File: config.mk
export PLATFORM = sky130hd
export DESIGN_NAME = exec_unit_top
export DESIGN_NICKNAME = d
export VERILOG_FILES = /design/src/design/exec_pkg.sv /design/src/design/fu_result_if.sv /design/src/design/issue_regs.sv /design/src/design/int_alu.sv /design/src/design/branch_unit.sv /design/src/design/complete_arbiter.sv /design/src/design/exec_unit_top.sv
export SDC_FILE = /design/constraint.sdc
export NUM_CORES = 1
export LEC_CHECK = 0
export BUFFER_PORTS_ARGS = -buffer_cell sky130_fd_sc_hd__buf_4
export CAP_MARGIN = 20
export CORE_MARGIN = 2
export CORE_UTILIZATION = 45
export CTS_CLUSTER_SIZE = 28
export DETAILED_ROUTE_END_ITERATION = 10
export GPL_TIMING_DRIVEN = 0
export PLACE_DENSITY = 0.73
export SLEW_MARGIN = 10
export SYNTH_ARGS = -nofsm -noshare
export SYNTH_HDL_FRONTEND = slang
export SYNTH_SLANG_ARGS = --single-unit
File: constraint.sdc
create_clock -name clock -period 6.72 [get_ports clock]
set_input_delay 1.68 -clock clock [delete_from_list [all_inputs] [get_ports clock]]
set_output_delay 1.68 -clock clock [all_outputs]
set_load 0.05 [all_outputs]
File: src/design/exec_pkg.sv
package exec_pkg;

    localparam int XLEN        = 32;
    localparam int ROB_TAG_LEN = 5;

    typedef logic [XLEN-1:0]        xlen_t;     // Register values, immediates, PCs
    typedef logic [ROB_TAG_LEN-1:0] rob_tag_t;  // ROB entry tag

    // Execute function codes shared by the ALU and branch issue ports
    typedef enum logic [4:0] {
        ALU_ADD,
        ALU_SUB,
        ALU_AND,
        ALU_OR,
        ALU_XOR,
        ALU_SLL,
        ALU_SRL,
        ALU_SRA,
        ALU_SLT,
        ALU_SLTU,
        BTU_BEQ,
        BTU_BNE,
        BTU_BLT,
        BTU_BGE,
        BTU_BLTU,
        BTU_BGEU,
        BTU_JAL,
        BTU_JALR
    } alu_func_t;

    // Instruction as it leaves a reservation station
    typedef struct packed {
        alu_func_t func;
        xlen_t     pc;
        xlen_t     imm;
        xlen_t     value_src1;
        xlen_t     value_src2;
        rob_tag_t  insn_tag;    // ROB entry of the instruction
        rob_tag_t  tag_dest;    // Tag broadcast with the result
    } inst_rs_t;

endpackage

File: src/design/fu_result_if.sv
`timescale 1ns/1ps

interface fu_result_if import exec_pkg::*; ();

    logic     done;         // One-cycle completion strobe
    rob_tag_t result_tag;
    rob_tag_t insn_tag;
    xlen_t    wb_data;

    modport producer (
        output done,
        output result_tag,
        output insn_tag,
        output wb_data
    );

    modport consumer (
        input  done,
        input  result_tag,
        input  insn_tag,
        input  wb_data
    );

endinterface

File: src/design/issue_regs.sv
`timescale 1ns/1ps

module issue_regs import exec_pkg::*; (
    input  logic     clock,
    input  logic     rst_n,
    input  logic     stall,
    input  logic     alu_valid,
    input  inst_rs_t alu_insn,
    input  logic     br_valid,
    input  inst_rs_t br_insn,
    output logic     alu_en,
    output inst_rs_t alu_q,
    output logic     br_en,
    output inst_rs_t br_q
);

    logic alu_accept;
    logic br_accept;

    assign alu_accept = alu_valid & ~stall;
    assign br_accept  = br_valid & ~stall;

    // Bubbles go in while stalled, the issuer retries
    always_ff @(posedge clock) begin
        if (!rst_n) begin
            alu_en <= 1'b0;
            br_en  <= 1'b0;
        end else begin
            alu_en <= alu_accept;
            br_en  <= br_accept;
        end
    end

    always_ff @(posedge clock) begin
        if (alu_accept) begin
            alu_q <= alu_insn;
        end
        if (br_accept) begin
            br_q <= br_insn;
        end
    end

endmodule

File: src/design/int_alu.sv
`timescale 1ns/1ps

module int_alu import exec_pkg::*; (
    input  inst_rs_t             insn,
    input  logic                 en,
    fu_result_if.producer        fu
);

    xlen_t      op_a;
    xlen_t      op_b;
    logic [4:0] shamt;

    assign op_a  = insn.value_src1;
    assign op_b  = insn.value_src2;
    assign shamt = op_b[4:0];   // RV32I uses the low 5 bits

    always_comb begin
        fu.wb_data = '0;
        unique case (insn.func)
            ALU_ADD:  fu.wb_data = op_a + op_b;
            ALU_SUB:  fu.wb_data = op_a - op_b;
            ALU_AND:  fu.wb_data = op_a & op_b;
            ALU_OR:   fu.wb_data = op_a | op_b;
            ALU_XOR:  fu.wb_data = op_a ^ op_b;
            ALU_SLL:  fu.wb_data = op_a << shamt;
            ALU_SRL:  fu.wb_data = op_a >> shamt;
            ALU_SRA:  fu.wb_data = xlen_t'($signed(op_a) >>> shamt);
            ALU_SLT:  fu.wb_data = xlen_t'($signed(op_a) < $signed(op_b));
            ALU_SLTU: fu.wb_data = xlen_t'(op_a < op_b);
            default:  fu.wb_data = '0;  // Branch codes never reach this port
        endcase
    end

    assign fu.result_tag = insn.tag_dest;
    assign fu.insn_tag   = insn.insn_tag;
    assign fu.done       = en;

endmodule

File: src/design/branch_unit.sv
`timescale 1ns/1ps

module branch_unit import exec_pkg::*; (
    input  inst_rs_t             insn,
    input  logic                 en,
    fu_result_if.producer        fu,
    output logic                 cond,       // Taken, so a mispredict
    output xlen_t                target_pc
);

    xlen_t pc;
    xlen_t imm;
    xlen_t rs1;
    xlen_t rs2;
    logic  is_cond_br;

    assign pc  = insn.pc;
    assign imm = insn.imm;
    assign rs1 = insn.value_src1;
    assign rs2 = insn.value_src2;

    assign is_cond_br = (insn.func == BTU_BEQ) || (insn.func == BTU_BNE) ||
                        (insn.func == BTU_BLT) || (insn.func == BTU_BGE) ||
                        (insn.func == BTU_BLTU) || (insn.func == BTU_BGEU);

    always_comb begin
        cond = 1'b0;
        unique case (insn.func)
            BTU_BEQ:  cond = (rs1 == rs2);
            BTU_BNE:  cond = (rs1 != rs2);
            BTU_BLT:  cond = ($signed(rs1) < $signed(rs2));
            BTU_BGE:  cond = ($signed(rs1) >= $signed(rs2));
            BTU_BLTU: cond = (rs1 < rs2);
            BTU_BGEU: cond = (rs1 >= rs2);
            BTU_JAL:  cond = 1'b1;
            BTU_JALR: cond = 1'b1;
            default:  cond = 1'b0;
        endcase
    end

    // Target and link value
    always_comb begin
        fu.wb_data = '0;
        target_pc  = pc + 32'd4;
        if (is_cond_br) begin
            target_pc = pc + imm;
        end else if (insn.func == BTU_JAL) begin
            target_pc  = pc + imm;
            fu.wb_data = pc + 32'd4;
        end else if (insn.func == BTU_JALR) begin
            target_pc  = rs1 + imm;     // Register based jump
            fu.wb_data = pc + 32'd4;
        end
    end

    assign fu.result_tag = insn.tag_dest;
    assign fu.insn_tag   = insn.insn_tag;
    assign fu.done       = en;

endmodule

File: src/design/complete_arbiter.sv
`timescale 1ns/1ps

module complete_arbiter import exec_pkg::*; (
    input  logic                 clock,
    input  logic                 rst_n,
    fu_result_if.consumer        alu,
    fu_result_if.consumer        br,
    input  logic                 br_cond,
    input  xlen_t                br_target,
    output logic                 stall,
    output logic                 cdb_valid,
    output rob_tag_t             cdb_tag,
    output rob_tag_t             cdb_insn_tag,
    output xlen_t                cdb_value,
    output logic                 redirect_valid,
    output xlen_t                redirect_pc
);

    logic     hold_valid;
    rob_tag_t hold_tag;
    rob_tag_t hold_insn_tag;
    xlen_t    hold_data;

    logic     alu_loses;
    rob_tag_t sel_tag;
    rob_tag_t sel_insn_tag;
    xlen_t    sel_value;

    // ALU result parks in the hold if anything outranks it
    assign alu_loses = alu.done & (hold_valid | br.done);

    // Blocks issue during the collision cycle so the hold drains into an idle slot
    assign stall = alu.done & br.done & ~hold_valid;

    always_comb begin
        if (hold_valid) begin
            sel_tag      = hold_tag;
            sel_insn_tag = hold_insn_tag;
            sel_value    = hold_data;
        end else if (br.done) begin
            sel_tag      = br.result_tag;
            sel_insn_tag = br.insn_tag;
            sel_value    = br.wb_data;
        end else begin
            sel_tag      = alu.result_tag;
            sel_insn_tag = alu.insn_tag;
            sel_value    = alu.wb_data;
        end
    end

    always_ff @(posedge clock) begin
        if (!rst_n) begin
            cdb_valid      <= 1'b0;
            redirect_valid <= 1'b0;
            hold_valid     <= 1'b0;
        end else begin
            cdb_valid      <= hold_valid | br.done | alu.done;
            redirect_valid <= ~hold_valid & br.done & br_cond;
            hold_valid     <= alu_loses;
        end
    end

    always_ff @(posedge clock) begin
        cdb_tag      <= sel_tag;
        cdb_insn_tag <= sel_insn_tag;
        cdb_value    <= sel_value;
        redirect_pc  <= br_target;
        if (alu_loses) begin
            hold_tag      <= alu.result_tag;
            hold_insn_tag <= alu.insn_tag;
            hold_data     <= alu.wb_data;
        end
    end

    // Stall upstream must keep the ALU idle while its last result waits
    a_no_alu_into_full_hold: assert property (@(posedge clock) disable iff (!rst_n)
        hold_valid |-> !alu.done);

    a_redirect_on_cdb: assert property (@(posedge clock) disable iff (!rst_n)
        redirect_valid |-> cdb_valid);

    a_hold_single_cycle: assert property (@(posedge clock) disable iff (!rst_n)
        hold_valid |=> !hold_valid);

endmodule

File: src/design/exec_unit_top.sv
`timescale 1ns/1ps

module exec_unit_top import exec_pkg::*; (
    input  logic      clock,
    input  logic      rst_n,
    input  logic      alu_valid,
    input  alu_func_t alu_func,
    input  xlen_t     alu_src1,
    input  xlen_t     alu_src2,
    input  xlen_t     alu_imm,
    input  xlen_t     alu_pc,
    input  rob_tag_t  alu_tag_dest,
    input  rob_tag_t  alu_insn_tag,
    input  logic      br_valid,
    input  alu_func_t br_func,
    input  xlen_t     br_pc,
    input  xlen_t     br_imm,
    input  xlen_t     br_src1,
    input  xlen_t     br_src2,
    input  rob_tag_t  br_tag_dest,
    input  rob_tag_t  br_insn_tag,
    output logic      stall,
    output logic      cdb_valid,
    output rob_tag_t  cdb_tag,
    output rob_tag_t  cdb_insn_tag,
    output xlen_t     cdb_value,
    output logic      redirect_valid,
    output xlen_t     redirect_pc
);

    inst_rs_t alu_insn;
    inst_rs_t br_insn;
    inst_rs_t alu_q;
    inst_rs_t br_q;
    logic     alu_en;
    logic     br_en;
    logic     br_cond;
    xlen_t    br_target;

    fu_result_if alu_res ();
    fu_result_if br_res ();

    assign alu_insn = '{func: alu_func, pc: alu_pc, imm: alu_imm, value_src1: alu_src1,
                        value_src2: alu_src2, insn_tag: alu_insn_tag, tag_dest: alu_tag_dest};
    assign br_insn  = '{func: br_func, pc: br_pc, imm: br_imm, value_src1: br_src1,
                        value_src2: br_src2, insn_tag: br_insn_tag, tag_dest: br_tag_dest};

    issue_regs i_issue_regs (
        .clock     (clock),
        .rst_n     (rst_n),
        .stall     (stall),
        .alu_valid (alu_valid),
        .alu_insn  (alu_insn),
        .br_valid  (br_valid),
        .br_insn   (br_insn),
        .alu_en    (alu_en),
        .alu_q     (alu_q),
        .br_en     (br_en),
        .br_q      (br_q)
    );

    int_alu i_int_alu (
        .insn (alu_q),
        .en   (alu_en),
        .fu   (alu_res.producer)
    );

    branch_unit i_branch_unit (
        .insn      (br_q),
        .en        (br_en),
        .fu        (br_res.producer),
        .cond      (br_cond),
        .target_pc (br_target)
    );

    complete_arbiter i_complete_arbiter (
        .clock          (clock),
        .rst_n          (rst_n),
        .alu            (alu_res.consumer),
        .br             (br_res.consumer),
        .br_cond        (br_cond),
        .br_target      (br_target),
        .stall          (stall),
        .cdb_valid      (cdb_valid),
        .cdb_tag        (cdb_tag),
        .cdb_insn_tag   (cdb_insn_tag),
        .cdb_value      (cdb_value),
        .redirect_valid (redirect_valid),
        .redirect_pc    (redirect_pc)
    );

endmodule

## After elaboration in Yosys (flattened, before gate mapping)

Cells that the tools add are included.

- Bits of input ports: 290
- Logic and storage cells: 92
- Flip-flop bits (word level): 343

- Add/subtract/negate cells: 5
- Shift operators: 3
- Reductions and logical operators: 7
- Equality and inequality tests: 19
- Bitwise logic cells: 14
- Multiplexer cells: 14
- $lt $le $gt $ge: 6

Operator list:

| kind | count |
|---|---|
| $pmux 32 s10 | 1 |
| $mux 32 | 8 |
| $lt 32x32->1 | 4 |
| $add 32x32->32 | 3 |
| $ge 32x32->1 | 2 |
| $eq 5x4->1 const B | 8 |
| $add 32x3->32 const B | 1 |
| $and 32x32->32 | 1 |
| $eq 32x32->1 | 1 |
| $ne 32x32->1 | 1 |
| $or 32x32->32 | 1 |
| $shl 32x5->32 | 1 |
| $shr 32x5->32 | 1 |
| $sshr 32x5->32 | 1 |
| $sub 32x32->32 | 1 |
| $xor 32x32->32 | 1 |
| $eq 5x3->1 const B | 4 |
| $mux 5 | 4 |
| $eq 5x2->1 const B | 2 |
| $eq 5x5->1 const B | 2 |
| $and 1x1->1 | 7 |
| $pmux 1 s7 | 1 |
| $eq 5x1->1 const B | 1 |
| $logic_not 5->1 | 1 |
| 4 further kinds | 10 |

## Depth between registers and ports, before layout

- Depth after elaboration: 9
- Depth in mapped cells: 17

## Modules after synthesis

A second synthesis with hierarchy kept.

- Cell total of the unflattened synthesis: 2657
- Area, all modules: 26636.8 um^2

By module, submodules not included:

| module | area an instance (um^2) | cells an instance | times used |
|---|---|---|---|
| int_alu | 8768.4 | 1304 | 1 |
| issue_regs | 8658.3 | 292 | 1 |
| branch_unit | 5437.7 | 796 | 1 |
| complete_arbiter | 3772.4 | 265 | 1 |

## Worst setup path after synthesis

OpenSTA, ideal clock, no wires.

- Path type: in2reg
- From: in br_valid
- To: reg i_issue_regs.br_q[0] (netlist name)
- Library setup time: 0.520 ns
- Arrival: 4.947 ns
- Buffers on the path: 0
- Slack: 1.253 ns
- Stages: 1
- Cell sequence: and2_1

- Cells in the longest elaborated chain, start to end: 1

RTL lines:

| item | line | RTL |
|---|---|---|
| start: declaration | exec_unit_top.sv:14 | `input logic br_valid,` |
| $and 1x1->1 | issue_regs.sv:21 | `assign br_accept = br_valid & ~stall;` |

No other way between the ends.
A chain may end at the register's enable or synchronous reset.

## Worst setup path in the final report

- From: reg i_issue_regs.alu_q[11] (netlist name)
- To: reg i_complete_arbiter.hold_data[31], data pin

- Cells in the longest elaborated chain, start to end: 2
- Elaborated cells between the ends (all ways): 6

RTL lines:

| item | line | RTL |
|---|---|---|
| $sub 32x32->32, or another cell as far along | int_alu.sv:21 | `ALU_SUB: fu.wb_data = op_a - op_b;` |
| $pmux 32 s10 (*) | int_alu.sv:19 | `unique case (insn.func)` |
| via alu_res.wb_data[31] | fu_result_if.sv:8 | `xlen_t wb_data;` |
| end signal: assignment | complete_arbiter.sv:71 | `hold_data <= alu.wb_data;` |
| end: declaration | complete_arbiter.sv:22 | `xlen_t hold_data;` |

Mark *: on every way through the listed nets, which the timed path passes. The rest lies on a longest branch.

==> reports/metrics.yaml <==
setup_path:
  r2r_cells: 14
  start_kind: "register"
  cpLargestDelayFamily: "compound AO/OA/AOI/OAI gates"
  r2r_start: "i_issue_regs.alu_q[11]"
  cp.buffers_inverters: 3
  critPathMaxStageDelay_ns: 0.75
  crit_start: "i_issue_regs.alu_q[11]"
  crit_cells: 14
  crit_type: "register to register"
  worstReg2RegEnd: "i_complete_arbiter.hold_data[31]"
  required_ns: 7.02
  path_max_fanout: 12
  slowest_stage: "a211oi_1"
  critPathCaptureType: "register"
  worstPathCellList: "inv_2, buf_1, clkbuf_1, ha_1, o21ba_1, or4_1, a211oi_1, o21ai_1, a311oi_1, a21oi_1, a21oi_1, nor2_1, a21oi_1, o22ai_1"
  rrSetupSlack_ns: 0.25
  crit_arrival_ns: 6.76
  cp_common_cell: "a21oi_1"
layout:
  regArea_um2: 9510
  layout_commonest_cell: "buf_4"
  stdcell_area_um2: 28700
  final_core_util_pct: 54.4
  drive_gt1_share_pct: 15.3
  area_growth_pct: 19.2
  fillers: 4739
  multi_input_area_um2: 13500
  layout.nets: 3392
  final_cell_mix: "buf_4, edfxtp_1, nor2_1"
placement:
  gp_congestion: 1.07
  hpwl_um: 81000
  place_area_um2: 27300
  numPortBuffers: 302
  pre_cts_slack_ns: 0.275
detailed_routing:
  vias_per_cell: 6.43
  drc: 0
  postRouteAntennaNets: 0
  vias: 23300
  drt-initial-drc-count: 3180
  routedWlPerCell_um: 27.9
  finalWirelength_um: 101000
  first_pass_iters: 6
worst_hold_path:
  hp-start: "i_issue_regs.alu_q[6]"
  hold_end: "i_complete_arbiter.hold_insn_tag[1]"
  hold_path.class: "register to register"
  whs_path_depth: 0
cts:
  post_cts_buffers: 0
  cts_root_buf: "clkbuf_16"
  holdBufCountCts: 0
  path_clk_slew_ns: 0.06
  numCtsBuffers: 38
  cts_tree: "yes"
  cts_buffer_depth: 3
  htree_levels: 2
  insertion_delay_ns: 0.59
  cts-resized-gates: 0
  cts_sinks: 343
pwr:
  seqPwrFrac_pct: 39.1
  netSwitchingPower_mw: 2.23
  clkPwrFrac_pct: 33.5
  p_total_mw: 6.59
  p_sw_share_pct: 33.9
  p_int_mw: 4.35
  vdd_ir_drop_max_uv: 236
  pwr_density_cell_nw_per_um2: 230
  p_leak_nw: 12.0
  comb_power_share_pct: 27.4
sta:
  finalSetupViolations: 0
  min_period_over_period_pct: 96.2
  fmax_mhz: 155
  max_slew_margin_pct: 27.3
  hold_ws_ns: 0.450
  skew_ns: 0.0211
  slew_violations: 0
  worst_slack_ns: 0.254
  tightest_slew_ns: 1.09
  rsz0062_at_grt: "no"
  post-route-min-period_ns: 6.47
  hold_viol_final: 0
synthesis:
  synth_enable_flop_cells: 264
  syn_avg_cell_area_um2: 9.41
  ys.flop_type: "edfxtp_1"
  ys_types: 85
  netlist_instances: 2555
  synth.net_count: 3044
  ys_warn_count: 0
  synth_async_sr_flop_share_pct: 0
  yosysSeqAreaShare_pct: 39.5
  netlist_area_um2: 24000
  ys_seq_elements: 343
flow_run:
  drv_cap: 0
run_status:
  outcome: "completed"
grt:
  grt.total_usage_pct: 35.2
  grt_antenna_before_repair: 6
  grt_max_degree: 68
  gr-total-overflow: 0
  grt_pass1_vias: 21700
  grt_pass1_wl_um: 146000
floorplanning:
  top_level_ports: 367
  die_height_um: 235
  dieArea_um2: 55300
  die_w_um: 235
  fp-row-count: 84
  start_util_pct: 45.7
  core_area_um2: 52700
logic make-up after synthesis:
logic type | share of synthesized area [%]
compound gates | 21.8
xor+xnor | 3.57
fa+ha+maj | 10.5
buf+inv | 4.60
mux | 6.83
simple gates | 13.2
flops | 39.5
sequential cells by signal (all words and copies together) (netlist names):
register                           flops
i_complete_arbiter.hold_valid          1
i_complete_arbiter.redirect_valid      1
i_complete_arbiter.hold_data          32
i_complete_arbiter.hold_insn_tag       5
i_complete_arbiter.cdb_insn_tag        5
i_issue_regs.alu_q                    79
i_complete_arbiter.cdb_value          32
i_issue_regs.br_en                     1
i_complete_arbiter.cdb_tag             5
i_complete_arbiter.redirect_pc        32
i_issue_regs.br_q                    143
i_issue_regs.alu_en                    1
i_complete_arbiter.hold_tag            5
i_complete_arbiter.cdb_valid           1
worst register-to-register path, cell delays in order, from the launching register on:
cell and delay (ns):
edfxtp_1 0.55, inv_2 0.34, buf_1 0.63, clkbuf_1 0.72
ha_1 0.41, o21ba_1 0.22, or4_1 0.48, a211oi_1 0.75
o21ai_1 0.45, a311oi_1 0.72, a21oi_1 0.20, a21oi_1 0.32
nor2_1 0.11, a21oi_1 0.17, o22ai_1 0.10
power by group through the flow:
stage	sequential, mW	combinational (mW)	clock, mW
floorplan	2.75	0.929	0
global placement	2.62	1.72	0
detailed placement	2.61	1.74	0
CTS	2.57	1.75	2.22
global route	2.58	1.90	2.31
finish	2.57	1.81	2.20
layer usage:
| metal | global-route usage (%) | wire (µm) | up-vias |
|---|---|---|---|
| met5 | 0 | 28 | - |
| met4 | 10.1 | 3190 | 4 |
| met2 | 50.6 | 42000 | 1501 |
| met1 | 51.7 | 43900 | 11400 |
| li1 | - | - | 10200 |
| met3 | 9.11 | 12000 | 208 |
synth_stat cells (all sizes together), types with 6 or more instances:
| master | number | share of area (%) |
|---|---|---|
| edfxtp | 264 | 33 |
| nor2 | 222 | 3.5 |
| nand2 | 221 | 3.4 |
| ha | 195 | 10 |
| o21ai | 194 | 4.0 |
| a21oi | 189 | 3.9 |
| inv | 158 | 2.5 |
| clkbuf | 92 | 1.4 |
| mux2i | 92 | 3.8 |
| dfxtp | 79 | 6.6 |
| nor3 | 57 | 1.2 |
| a21o | 56 | 1.7 |
| xnor2 | 55 | 2.0 |
| o211ai | 51 | 1.6 |
| a211oi | 48 | 1.5 |
| xor2 | 43 | 1.6 |
| nand3 | 37 | 0.77 |
| buf | 36 | 0.66 |
| a31oi | 31 | 0.81 |
| o21a | 27 | 0.84 |
| nand4 | 25 | 0.65 |
| mux2 | 22 | 1.0 |
| nor2b | 22 | 0.57 |
| mux4 | 21 | 2.0 |
| o21bai | 21 | 0.66 |
| nand2b | 20 | 0.52 |
| a22oi | 18 | 0.56 |
| and2 | 16 | 0.42 |
| o22ai | 16 | 0.42 |
| and3 | 15 | 0.39 |
| a221o | 14 | 0.58 |
| a221oi | 14 | 0.54 |
| o221ai | 14 | 0.51 |
| a2111oi | 13 | 0.55 |
| a211o | 12 | 0.44 |
| o31ai | 12 | 0.37 |
| and4 | 9 | 0.33 |
| nor4 | 9 | 0.23 |
| o2111ai | 8 | 0.29 |
| or4 | 8 | 0.25 |
| a311oi | 7 | 0.25 |
| or2 | 7 | 0.19 |
| or3 | 7 | 0.18 |
| o22a | 6 | 0.22 |
| o41ai | 6 | 0.22 |
worst max path at each step:
stage	end	slack [ns]
3_5_place_dp	i_complete_arbiter.cdb_value[25]	0.28
3_3_place_gp	i_issue_regs.br_q[111]	-0.13
4_1_cts	i_complete_arbiter.cdb_value[25]	0.28
2_1_floorplan	i_issue_regs.br_q[0]	1.25
6_report	i_complete_arbiter.hold_data[31]	0.25
5_1_grt	i_complete_arbiter.cdb_value[25]	0.33
final cells by class:
type                    count  share of cell area [%]
diodes                      1                 0.00873
plain buffers             127                    1.74
well taps                 688                    3.00
clock buffers              47                    3.61
flip-flops and latches    343                    33.2
clock inverters            23                    1.01
repair buffers            309                    8.36
multi-input cells        1923                    47.0
inverters                 161                    2.11
stage by stage:
step | setup TNS [ns] | std cells
floorplan | 0 | 2555
global placement | -13.88 | 3545
detailed placement | 0 | 3552
CTS | 0 | 3622
global route | 0 | 3621
finish | 0 | 3622
(Power assumes the default switching activity.)
